`src/common/cyc_bram_consts.svh`:
```
// Sizes, read latency and register offsets of the cyclic weight store; include where needed
`ifndef CYC_BRAM_CONSTS_SVH
`define CYC_BRAM_CONSTS_SVH

// RAM geometry
`define CB_W_DEPTH 16
`define CB_W_WIDTH 16
`define CB_R_WIDTH 8
`define CB_LANES 2
`define CB_R_DEPTH 32
`define CB_W_AW 4
`define CB_R_AW 5

`define CB_LATENCY 3  // RAM read latency in cycles

// Wishbone word offsets
`define CB_REG_W_MAX 2'd0
`define CB_REG_R_MIN 2'd1
`define CB_REG_R_MAX 2'd2
`define CB_REG_CTRL 2'd3

`endif

```
`src/common/cyc_bram_pkg.sv`:
```
// Types shared by the cyclic store, its RAM and the register port; compile before the RTL
`include "cyc_bram_consts.svh"

package cyc_bram_pkg;

  // ==============================
  // Sequencer states
  // ==============================
  typedef enum logic [1:0] {
    WRITE  = 2'd0,  // taking input beats
    FILL_1 = 2'd1,  // priming reads
    FILL_2 = 2'd2,  // waiting for buffer to fill
    READ   = 2'd3   // endless output stream
  } cyc_state_e;

  // ==============================
  // RAM word
  // ==============================
  // Written whole, read back one lane at a time
  // Lane 0 sits in the low bits
  typedef union packed {
    logic [`CB_W_WIDTH-1:0] word;
    logic [`CB_LANES-1:0][`CB_R_WIDTH-1:0] lane;
  } cyc_word_u;

endpackage

```
`src/logic/sdp_ram.sv`:
```
// Behavioural dual-port RAM with wide writes, lane reads and a pipelined read path
`include "cyc_bram_consts.svh"

module sdp_ram #(
  parameter int LATENCY = `CB_LATENCY
) (
  input  logic                   clk,
  input  logic                   clken,
  input  logic                   we,
  input  logic [`CB_W_AW-1:0]    w_addr,
  input  logic [`CB_W_WIDTH-1:0] w_data,
  input  logic                   re,
  input  logic [`CB_R_AW-1:0]    r_addr,
  output logic [`CB_R_WIDTH-1:0] r_data,
  output logic                   r_valid
);
  import cyc_bram_pkg::*;

  cyc_word_u mem [`CB_W_DEPTH];

  // Stage 0 of the read pipe is the array output register
  logic [`CB_R_WIDTH-1:0] data_pipe [LATENCY];
  logic [LATENCY-1:0]     valid_pipe;

  // Upper address bits pick the word, bit 0 picks the lane
  logic [`CB_W_AW-1:0] r_word;
  logic                r_lane;

  assign r_word = r_addr[`CB_R_AW-1:1];
  assign r_lane = r_addr[0];

  always_ff @(posedge clk) begin
    if (clken) begin
      if (we) begin
        mem[w_addr].word <= w_data;
      end
      data_pipe[0]  <= mem[r_word].lane[r_lane];
      valid_pipe[0] <= re;
      for (int i = 1; i < LATENCY; i++) begin
        data_pipe[i]  <= data_pipe[i-1];
        valid_pipe[i] <= valid_pipe[i-1];
      end
    end
  end

  assign r_data  = data_pipe[LATENCY-1];
  assign r_valid = valid_pipe[LATENCY-1];  // lines up with r_data

endmodule

```
`src/cyclic_bram/always_valid_cyclic_bram.sv`:
```
// Cyclic weight store; written once, then read in an endless loop with RAM latency hidden
`include "cyc_bram_consts.svh"

module always_valid_cyclic_bram #(
  parameter int LATENCY = `CB_LATENCY
) (
  input  logic                        clk,
  input  logic                        rst,
  input  logic                        clken,
  input  logic                        restart,
  input  logic                        s_valid_ready,
  input  logic [`CB_W_WIDTH-1:0]      s_data,
  output logic                        m_valid,
  input  logic                        m_ready,
  output logic [`CB_R_WIDTH-1:0]      m_data,
  input  logic [`CB_R_AW-1:0]         r_addr_max,
  input  logic [`CB_R_AW-1:0]         r_addr_min,
  input  logic [`CB_W_AW-1:0]         w_addr_max,
  output cyc_bram_pkg::cyc_state_e    state
);
  import cyc_bram_pkg::*;

  localparam int BUF_DEPTH = LATENCY + 1;
  localparam int PTR_W     = $clog2(BUF_DEPTH);
  localparam int CNT_W     = $clog2(LATENCY + 1);

  localparam logic [PTR_W-1:0] PTR_LAST  = PTR_W'(BUF_DEPTH - 1);
  localparam logic [CNT_W-1:0] FLUSH_LEN = CNT_W'(LATENCY);

  cyc_state_e state_next;

  logic                   clear;     // rst or restart
  logic                   xfer;      // output beat taken
  logic                   ram_we;
  logic                   ram_re;
  logic [`CB_R_WIDTH-1:0] ram_data;
  logic                   ram_valid;
  logic                   buf_push;

  logic [`CB_W_AW-1:0] w_addr;
  logic [`CB_R_AW-1:0] r_addr;
  logic [`CB_R_AW-1:0] r_addr_next;

  logic [CNT_W-1:0] flush_cnt;
  logic [PTR_W-1:0] w_ptr;
  logic [PTR_W-1:0] r_ptr;

  logic [`CB_R_WIDTH-1:0] buffer [BUF_DEPTH];

  assign clear  = rst || restart;
  assign xfer   = m_valid && m_ready;
  assign ram_we = (state == WRITE) && s_valid_ready;  // later writes dropped

  // ==============================
  // Sequencer
  // ==============================
  always_comb begin
    state_next = state;
    case (state)
      WRITE:  if (ram_we && (w_addr == w_addr_max)) state_next = FILL_1;
      FILL_1: if (buf_push) state_next = FILL_2;  // first read is back
      FILL_2: if (buf_push && (w_ptr == PTR_LAST)) state_next = READ;
      default: state_next = state;
    endcase
  end

  // FILL_1 primes BUF_DEPTH reads, after that one read per beat taken
  always_comb begin
    case (state)
      WRITE:   ram_re = 1'b0;
      FILL_1:  ram_re = 1'b1;
      default: ram_re = m_ready;
    endcase
  end

  // Slot 0 is loaded by the time FILL_2 starts
  assign m_valid = (state == FILL_2) || (state == READ);

  always_ff @(posedge clk) begin
    if (clear) begin
      state <= WRITE;
    end else if (clken) begin
      state <= state_next;
    end
  end

  // ==============================
  // Address counters
  // ==============================
  always_ff @(posedge clk) begin
    if (clear) begin
      w_addr <= '0;
    end else if (clken && ram_we) begin
      w_addr <= w_addr + 1'b1;
    end
  end

  // Wraps to r_addr_min so the config prefix is read only once
  assign r_addr_next = (r_addr == r_addr_max) ? r_addr_min : r_addr + 1'b1;

  always_ff @(posedge clk) begin
    if (clear) begin
      r_addr <= '0;
    end else if (clken && ram_re) begin
      r_addr <= r_addr_next;
    end
  end

  sdp_ram #(
    .LATENCY (LATENCY)
  ) ram0 (
    .clk     (clk),
    .clken   (clken),
    .we      (ram_we),
    .w_addr  (w_addr),
    .w_data  (s_data),
    .re      (ram_re),
    .r_addr  (r_addr),
    .r_data  (ram_data),
    .r_valid (ram_valid)
  );

  // ==============================
  // Latency-hiding buffer
  // ==============================
  // Reads still in flight at a clear come out during the first LATENCY cycles
  always_ff @(posedge clk) begin
    if (clear) begin
      flush_cnt <= FLUSH_LEN;
    end else if (clken && (flush_cnt != '0)) begin
      flush_cnt <= flush_cnt - 1'b1;
    end
  end

  assign buf_push = ram_valid && (flush_cnt == '0);

  always_ff @(posedge clk) begin
    if (clear) begin
      w_ptr <= '0;
    end else if (clken && buf_push) begin
      w_ptr <= (w_ptr == PTR_LAST) ? '0 : w_ptr + 1'b1;
    end
  end

  always_ff @(posedge clk) begin
    if (clken && buf_push) begin
      buffer[w_ptr] <= ram_data;
    end
  end

  always_ff @(posedge clk) begin
    if (clear) begin
      r_ptr <= '0;
    end else if (clken && xfer) begin
      r_ptr <= (r_ptr == PTR_LAST) ? '0 : r_ptr + 1'b1;
    end
  end

  assign m_data = buffer[r_ptr];  // steady until r_ptr moves

endmodule

```
`src/logic/wb_cfg_regs.sv`:
```
// Wishbone classic register port for the store limits, restart command and status
`include "cyc_bram_consts.svh"

module wb_cfg_regs (
  input  logic                     clk,
  input  logic                     rst,
  input  logic                     wb_cyc,
  input  logic                     wb_stb,
  input  logic                     wb_we,
  input  logic [1:0]               wb_adr,
  input  logic [31:0]              wb_dat_w,
  output logic                     wb_ack,
  output logic [31:0]              wb_dat_r,
  output logic [`CB_W_AW-1:0]      w_addr_max,
  output logic [`CB_R_AW-1:0]      r_addr_min,
  output logic [`CB_R_AW-1:0]      r_addr_max,
  output logic                     restart,
  input  cyc_bram_pkg::cyc_state_e state
);

  logic        req;  // first cycle of an access
  logic        wr;
  logic [31:0] rd_mux;

  // No request in the ack cycle, so every access takes two cycles
  assign req = wb_cyc && wb_stb && !wb_ack;
  assign wr  = req && wb_we;

  // ==============================
  // Handshake and restart
  // ==============================
  always_ff @(posedge clk) begin
    if (rst) begin
      wb_ack  <= 1'b0;
      restart <= 1'b0;
    end else begin
      wb_ack  <= req;
      // Pulses together with the ack
      restart <= wr && (wb_adr == `CB_REG_CTRL) && wb_dat_w[0];
    end
  end

  // ==============================
  // Limit registers
  // ==============================
  always_ff @(posedge clk) begin
    if (rst) begin
      w_addr_max <= `CB_W_AW'(`CB_W_DEPTH - 1);
      r_addr_min <= '0;
      r_addr_max <= `CB_R_AW'(`CB_R_DEPTH - 1);
    end else if (wr) begin
      case (wb_adr)
        `CB_REG_W_MAX: w_addr_max <= wb_dat_w[`CB_W_AW-1:0];
        `CB_REG_R_MIN: r_addr_min <= wb_dat_w[`CB_R_AW-1:0];
        `CB_REG_R_MAX: r_addr_max <= wb_dat_w[`CB_R_AW-1:0];
        default: ;  // CTRL holds no state
      endcase
    end
  end

  // Readback
  always_comb begin
    case (wb_adr)
      `CB_REG_W_MAX: rd_mux = {{(32 - `CB_W_AW){1'b0}}, w_addr_max};
      `CB_REG_R_MIN: rd_mux = {{(32 - `CB_R_AW){1'b0}}, r_addr_min};
      `CB_REG_R_MAX: rd_mux = {{(32 - `CB_R_AW){1'b0}}, r_addr_max};
      default:       rd_mux = {30'd0, state};  // live state in bits 1:0
    endcase
  end

  always_ff @(posedge clk) begin
    if (req) begin
      wb_dat_r <= rd_mux;  // valid with wb_ack
    end
  end

endmodule

```
`src/logic/cyclic_bram_top.sv`:
```
// Top level of the cyclic weight store with its Wishbone configuration port
`include "cyc_bram_consts.svh"

module cyclic_bram_top (
  input  logic                   clk,
  input  logic                   rst,
  input  logic                   clken,
  input  logic                   wb_cyc,
  input  logic                   wb_stb,
  input  logic                   wb_we,
  input  logic [1:0]             wb_adr,
  input  logic [31:0]            wb_dat_w,
  output logic                   wb_ack,
  output logic [31:0]            wb_dat_r,
  input  logic                   s_valid_ready,
  input  logic [`CB_W_WIDTH-1:0] s_data,
  output logic                   m_valid,
  input  logic                   m_ready,
  output logic [`CB_R_WIDTH-1:0] m_data
);
  import cyc_bram_pkg::*;

  // Between register port and store
  logic [`CB_W_AW-1:0] w_addr_max;
  logic [`CB_R_AW-1:0] r_addr_min;
  logic [`CB_R_AW-1:0] r_addr_max;
  logic                restart;
  cyc_state_e          state;

  // Register port runs without clken
  wb_cfg_regs regs0 (
    .clk        (clk),
    .rst        (rst),
    .wb_cyc     (wb_cyc),
    .wb_stb     (wb_stb),
    .wb_we      (wb_we),
    .wb_adr     (wb_adr),
    .wb_dat_w   (wb_dat_w),
    .wb_ack     (wb_ack),
    .wb_dat_r   (wb_dat_r),
    .w_addr_max (w_addr_max),
    .r_addr_min (r_addr_min),
    .r_addr_max (r_addr_max),
    .restart    (restart),
    .state      (state)
  );

  always_valid_cyclic_bram #(
    .LATENCY (`CB_LATENCY)
  ) store0 (
    .clk           (clk),
    .rst           (rst),
    .clken         (clken),
    .restart       (restart),
    .s_valid_ready (s_valid_ready),
    .s_data        (s_data),
    .m_valid       (m_valid),
    .m_ready       (m_ready),
    .m_data        (m_data),
    .r_addr_max    (r_addr_max),
    .r_addr_min    (r_addr_min),
    .w_addr_max    (w_addr_max),
    .state         (state)
  );

endmodule

```
`config.mk`:
```
export PLATFORM = sky130hd
export DESIGN_NAME = cyclic_bram_top
export DESIGN_NICKNAME = d
export VERILOG_FILES = /design/src/common/cyc_bram_pkg.sv /design/src/logic/sdp_ram.sv /design/src/cyclic_bram/always_valid_cyclic_bram.sv /design/src/logic/wb_cfg_regs.sv /design/src/logic/cyclic_bram_top.sv
export VERILOG_INCLUDE_DIRS = /design/src /design/src/common
export SDC_FILE = /design/constraint.sdc
export NUM_CORES = 1
export LEC_CHECK = 0
export BUFFER_PORTS_ARGS = -buffer_cell sky130_fd_sc_hd__clkbuf_2
export CAP_MARGIN = 20
export CORE_UTILIZATION = 38
export DETAILED_ROUTE_END_ITERATION = 10
export SKIP_CTS_REPAIR_TIMING = 1
export SLEW_MARGIN = 5
export SYNTH_ARGS = -nofsm -noshare
export SYNTH_HDL_FRONTEND = slang
export SYNTH_SLANG_ARGS = --single-unit
```
`constraint.sdc`:
```
create_clock -name clk -period 3.6 [get_ports clk]
set_input_delay 0.72 -clock clk [delete_from_list [all_inputs] [get_ports clk]]
set_output_delay 0.72 -clock clk [all_outputs]
set_load 0.05 [all_outputs]
```
==> impl_metrics.ini <==
[setup_path]
cp-end-kind = output port
timing.rr.start = store0.state[1]$_SDFFE_PP0P_
crit_arrival_ns = 2.02
path_class = flip-flop to output port
cp-start-kind = flip-flop
path_max_fanout = 8
crit_required_ns = 2.88

[synthesis]
netlist_area_um2 = 14100
synth_edf_count = 320
netlist.area_leader.share_pct = 68.4
ys.warnings.count = 0
synth-main-ff-cell = edfxtp_1
seq_area_frac_synth_pct = 73.9
syn_avg_cell_area_um2 = 19.0
syn_inst = 738
synthArstFlopShare_pct = 0
ys_ff_latch = 359
synth_cell_types = 51
synth_area_leaders = edfxtp_1 68%, mux4_2 12%, dfxtp_1 5.6%
synth_top_area_cell = edfxtp_1

[run_status]
status = finished, final reports clean

[flow_run]
maxCapViolCount = 0

[routing]
vias = 6773
drt_wl_total_mm = 27.9
viasPerCell = 5.19
drtIter0Drc = 663
antenna_left = 0
route.detailed.drc = 0
firstDrtPassIters = 5
wire_per_inst_um = 21.4

[cts]
clkLatencyLatePin_ns = 0.52
clk_path_buf_depth = 3
cts_buffers = 37
path_clk_slew_ns = 0.06
cts-htree-levels = 2
cts_tree = built
cts_root_buf = clkbuf_16
cts.sinks = 359

[layout]
syn2layout_area_growth_pct = 13.7
nets = 882
drive_gt1_share_pct = 25.7
final_cell_area_um2 = 16000
fill_cells = 3156
final_cell_mix = 320 x edfxtp_1, 73 x mux4_2, 45 x clkbuf_2
final_common_cell = edfxtp_1

[global_route]
grt_max_degree = 34
overflow = 0
grt_pass1_wl_mm = 42.8
antenna_found_initial = 2
grt_use_total_pct = 15.2
grt_pass1_vias = 6864

[timing]
tightest_slew_ns = 0.832
fin_tns_setup_ns = 0
final.setup_skew_ns = 0.0177
finalSetupViolations = 0
maxSlewHeadroom_pct = 44.3
fmaxAchievable_mhz = 365
period_share_pct = 76.1
finalHoldViolCount = 0
rsz0062_at_grt = no
maxSlewViolCount = 0
min_period_ns = 2.74

[placed_design]
gp_congestion = 0.767
hpwl_mm = 16.7
port_buffers = 45
dpl_cell_area_um2 = 14800

[floorplan]
fp-row-count = 70
die_w_um = 194
die_h_um = 194
die_area_um2 = 37800
initial_core_util_pct = 38.5
core_um2 = 36500
io_pins = 100

[power]
vdd_drop_max_mv = 0.357
power_density_nw_per_um2 = 534
power_leakage_nw = 5.18

[hold_path]
hold_path_class = flip-flop to flip-flop
hp-start = store0.ram0.valid_pipe[0]$_DFFE_PP_
-- worst max-delay path: stages (launching register included) --
cell and delay, ns:
dfxtp_1 0.67, mux4_2 0.59, clkbuf_2 0.25
-- power breakdown --
part	internal [W]	switching (W)	leakage (nW)	total, W
logic	0.0000555	0.000187	1.40	0.000242
registers	0.00458	0.0000189	3.22	0.00460
clock network	0.00218	0.00152	0.566	0.00370
total	0.00681	0.00173	5.18	0.00854
-- synth_stat cells, types with 2 or more instances --
cell / instances
o21ai_0: 8
and3_1: 4
mux4_2: 73
xor2_1: 10
ha_1: 16
buf_2: 14
buf_1: 5
or3_1: 2
nand2b_1: 3
buf_6: 3
nand3b_1: 8
nor2_1: 40
o211ai_1: 3
clkbuf_1: 8
and2_1: 6
nand3_1: 11
o22ai_1: 32
a21o_1: 2
or4_1: 2
xnor2_1: 3
mux2i_1: 9
dfxtp_1: 39
nand4_1: 4
nand3_2: 2
a211oi_1: 2
a211o_1: 4
nor4_1: 7
inv_1: 12
buf_12: 4
nand2_1: 20
nor2b_1: 3
nor3_1: 8
a21oi_1: 7
buf_4: 27
or3b_1: 2
edfxtp_1: 320
-- final cells by class --
type / instances / area, um2 / share of cell area, %
Timing Repair Buffer: 68 / 473 / 2.96
Multi-Input combinational cell: 330 / 3320 / 20.7
Clock inverter: 14 / 123 / 0.767
Sequential cell: 359 / 10400 / 65.0
Inverter: 12 / 45.0 / 0.282
Clock buffer: 52 / 1050 / 6.54
Antenna cell: 1 / 2.50 / 0.0157
Tap cell: 468 / 586 / 3.66
-- flip-flops by register name, summed over array words and instances, names as in the netlist, named ones only --
name	cells
store0.w_addr	4
store0.flush_cnt	2
store0.ram0.mem	256
store0.ram0.valid_pipe	3
store0.ram0.data_pipe	24
regs0.wb_dat_r	5
store0.w_ptr	2
regs0.w_addr_max	4
store0.buffer	32
regs0.r_addr_min	5
regs0.restart	1
store0.r_ptr	2
regs0.wb_ack	1
store0.state	2
store0.r_addr	5
regs0.r_addr_max	5
-- per-stage QoR --
step	util [%]	instances	hold WS (ns)	total power (W)	setup WS (ns)
global route	43.8	1304	0.428	0.00882	0.716
finish	43.8	1304	0.419	0.00854	0.862
CTS	43.8	1303	0.417	0.00864	0.793
global placement	40.6	1237	0.402	0.00493	1.06
detailed placement	40.6	1237	0.405	0.00493	1.07
floorplan	-	764	0.400	0.00485	0.902
-- cells by family (layout without fill, tap and decap cells) --
kind of cell | count (synthesis) | count (layout) | synth area share, %
adders and majority gates | 16 | 16 | 1.42
other | 1 | 28 | 0.0267
DFF | 359 | 359 | 73.9
and+or+nand+nor | 129 | 129 | 4.83
buffers and inverters | 75 | 146 | 3.56
xor gates and xnor gates | 13 | 13 | 0.810
AOI/OAI and AO/OA | 61 | 61 | 2.81
muxes | 84 | 84 | 12.6
-- final timing paths --
check                                   endpoint  slack, ns  depth (start not counted)
max                                    m_data[4]       0.86                          2
min reg2reg  store0.ram0.valid_pipe[1]$_DFFE_PP_       0.42                          0
min          store0.ram0.valid_pipe[1]$_DFFE_PP_       0.42                          0
max reg2reg      store0.ram0.mem[0][9]$_DFFE_PP_       1.14                          6
-- layer usage --
metal | share of wire, % | GRT usage, %
met1 | 43 | 20.7
met2 | 48 | 24.3
met3 | 6.2 | 3.14
met4 | 2.8 | 5.17
met5 | 0.050 | 0
Power figures use the tool's default switching activity.
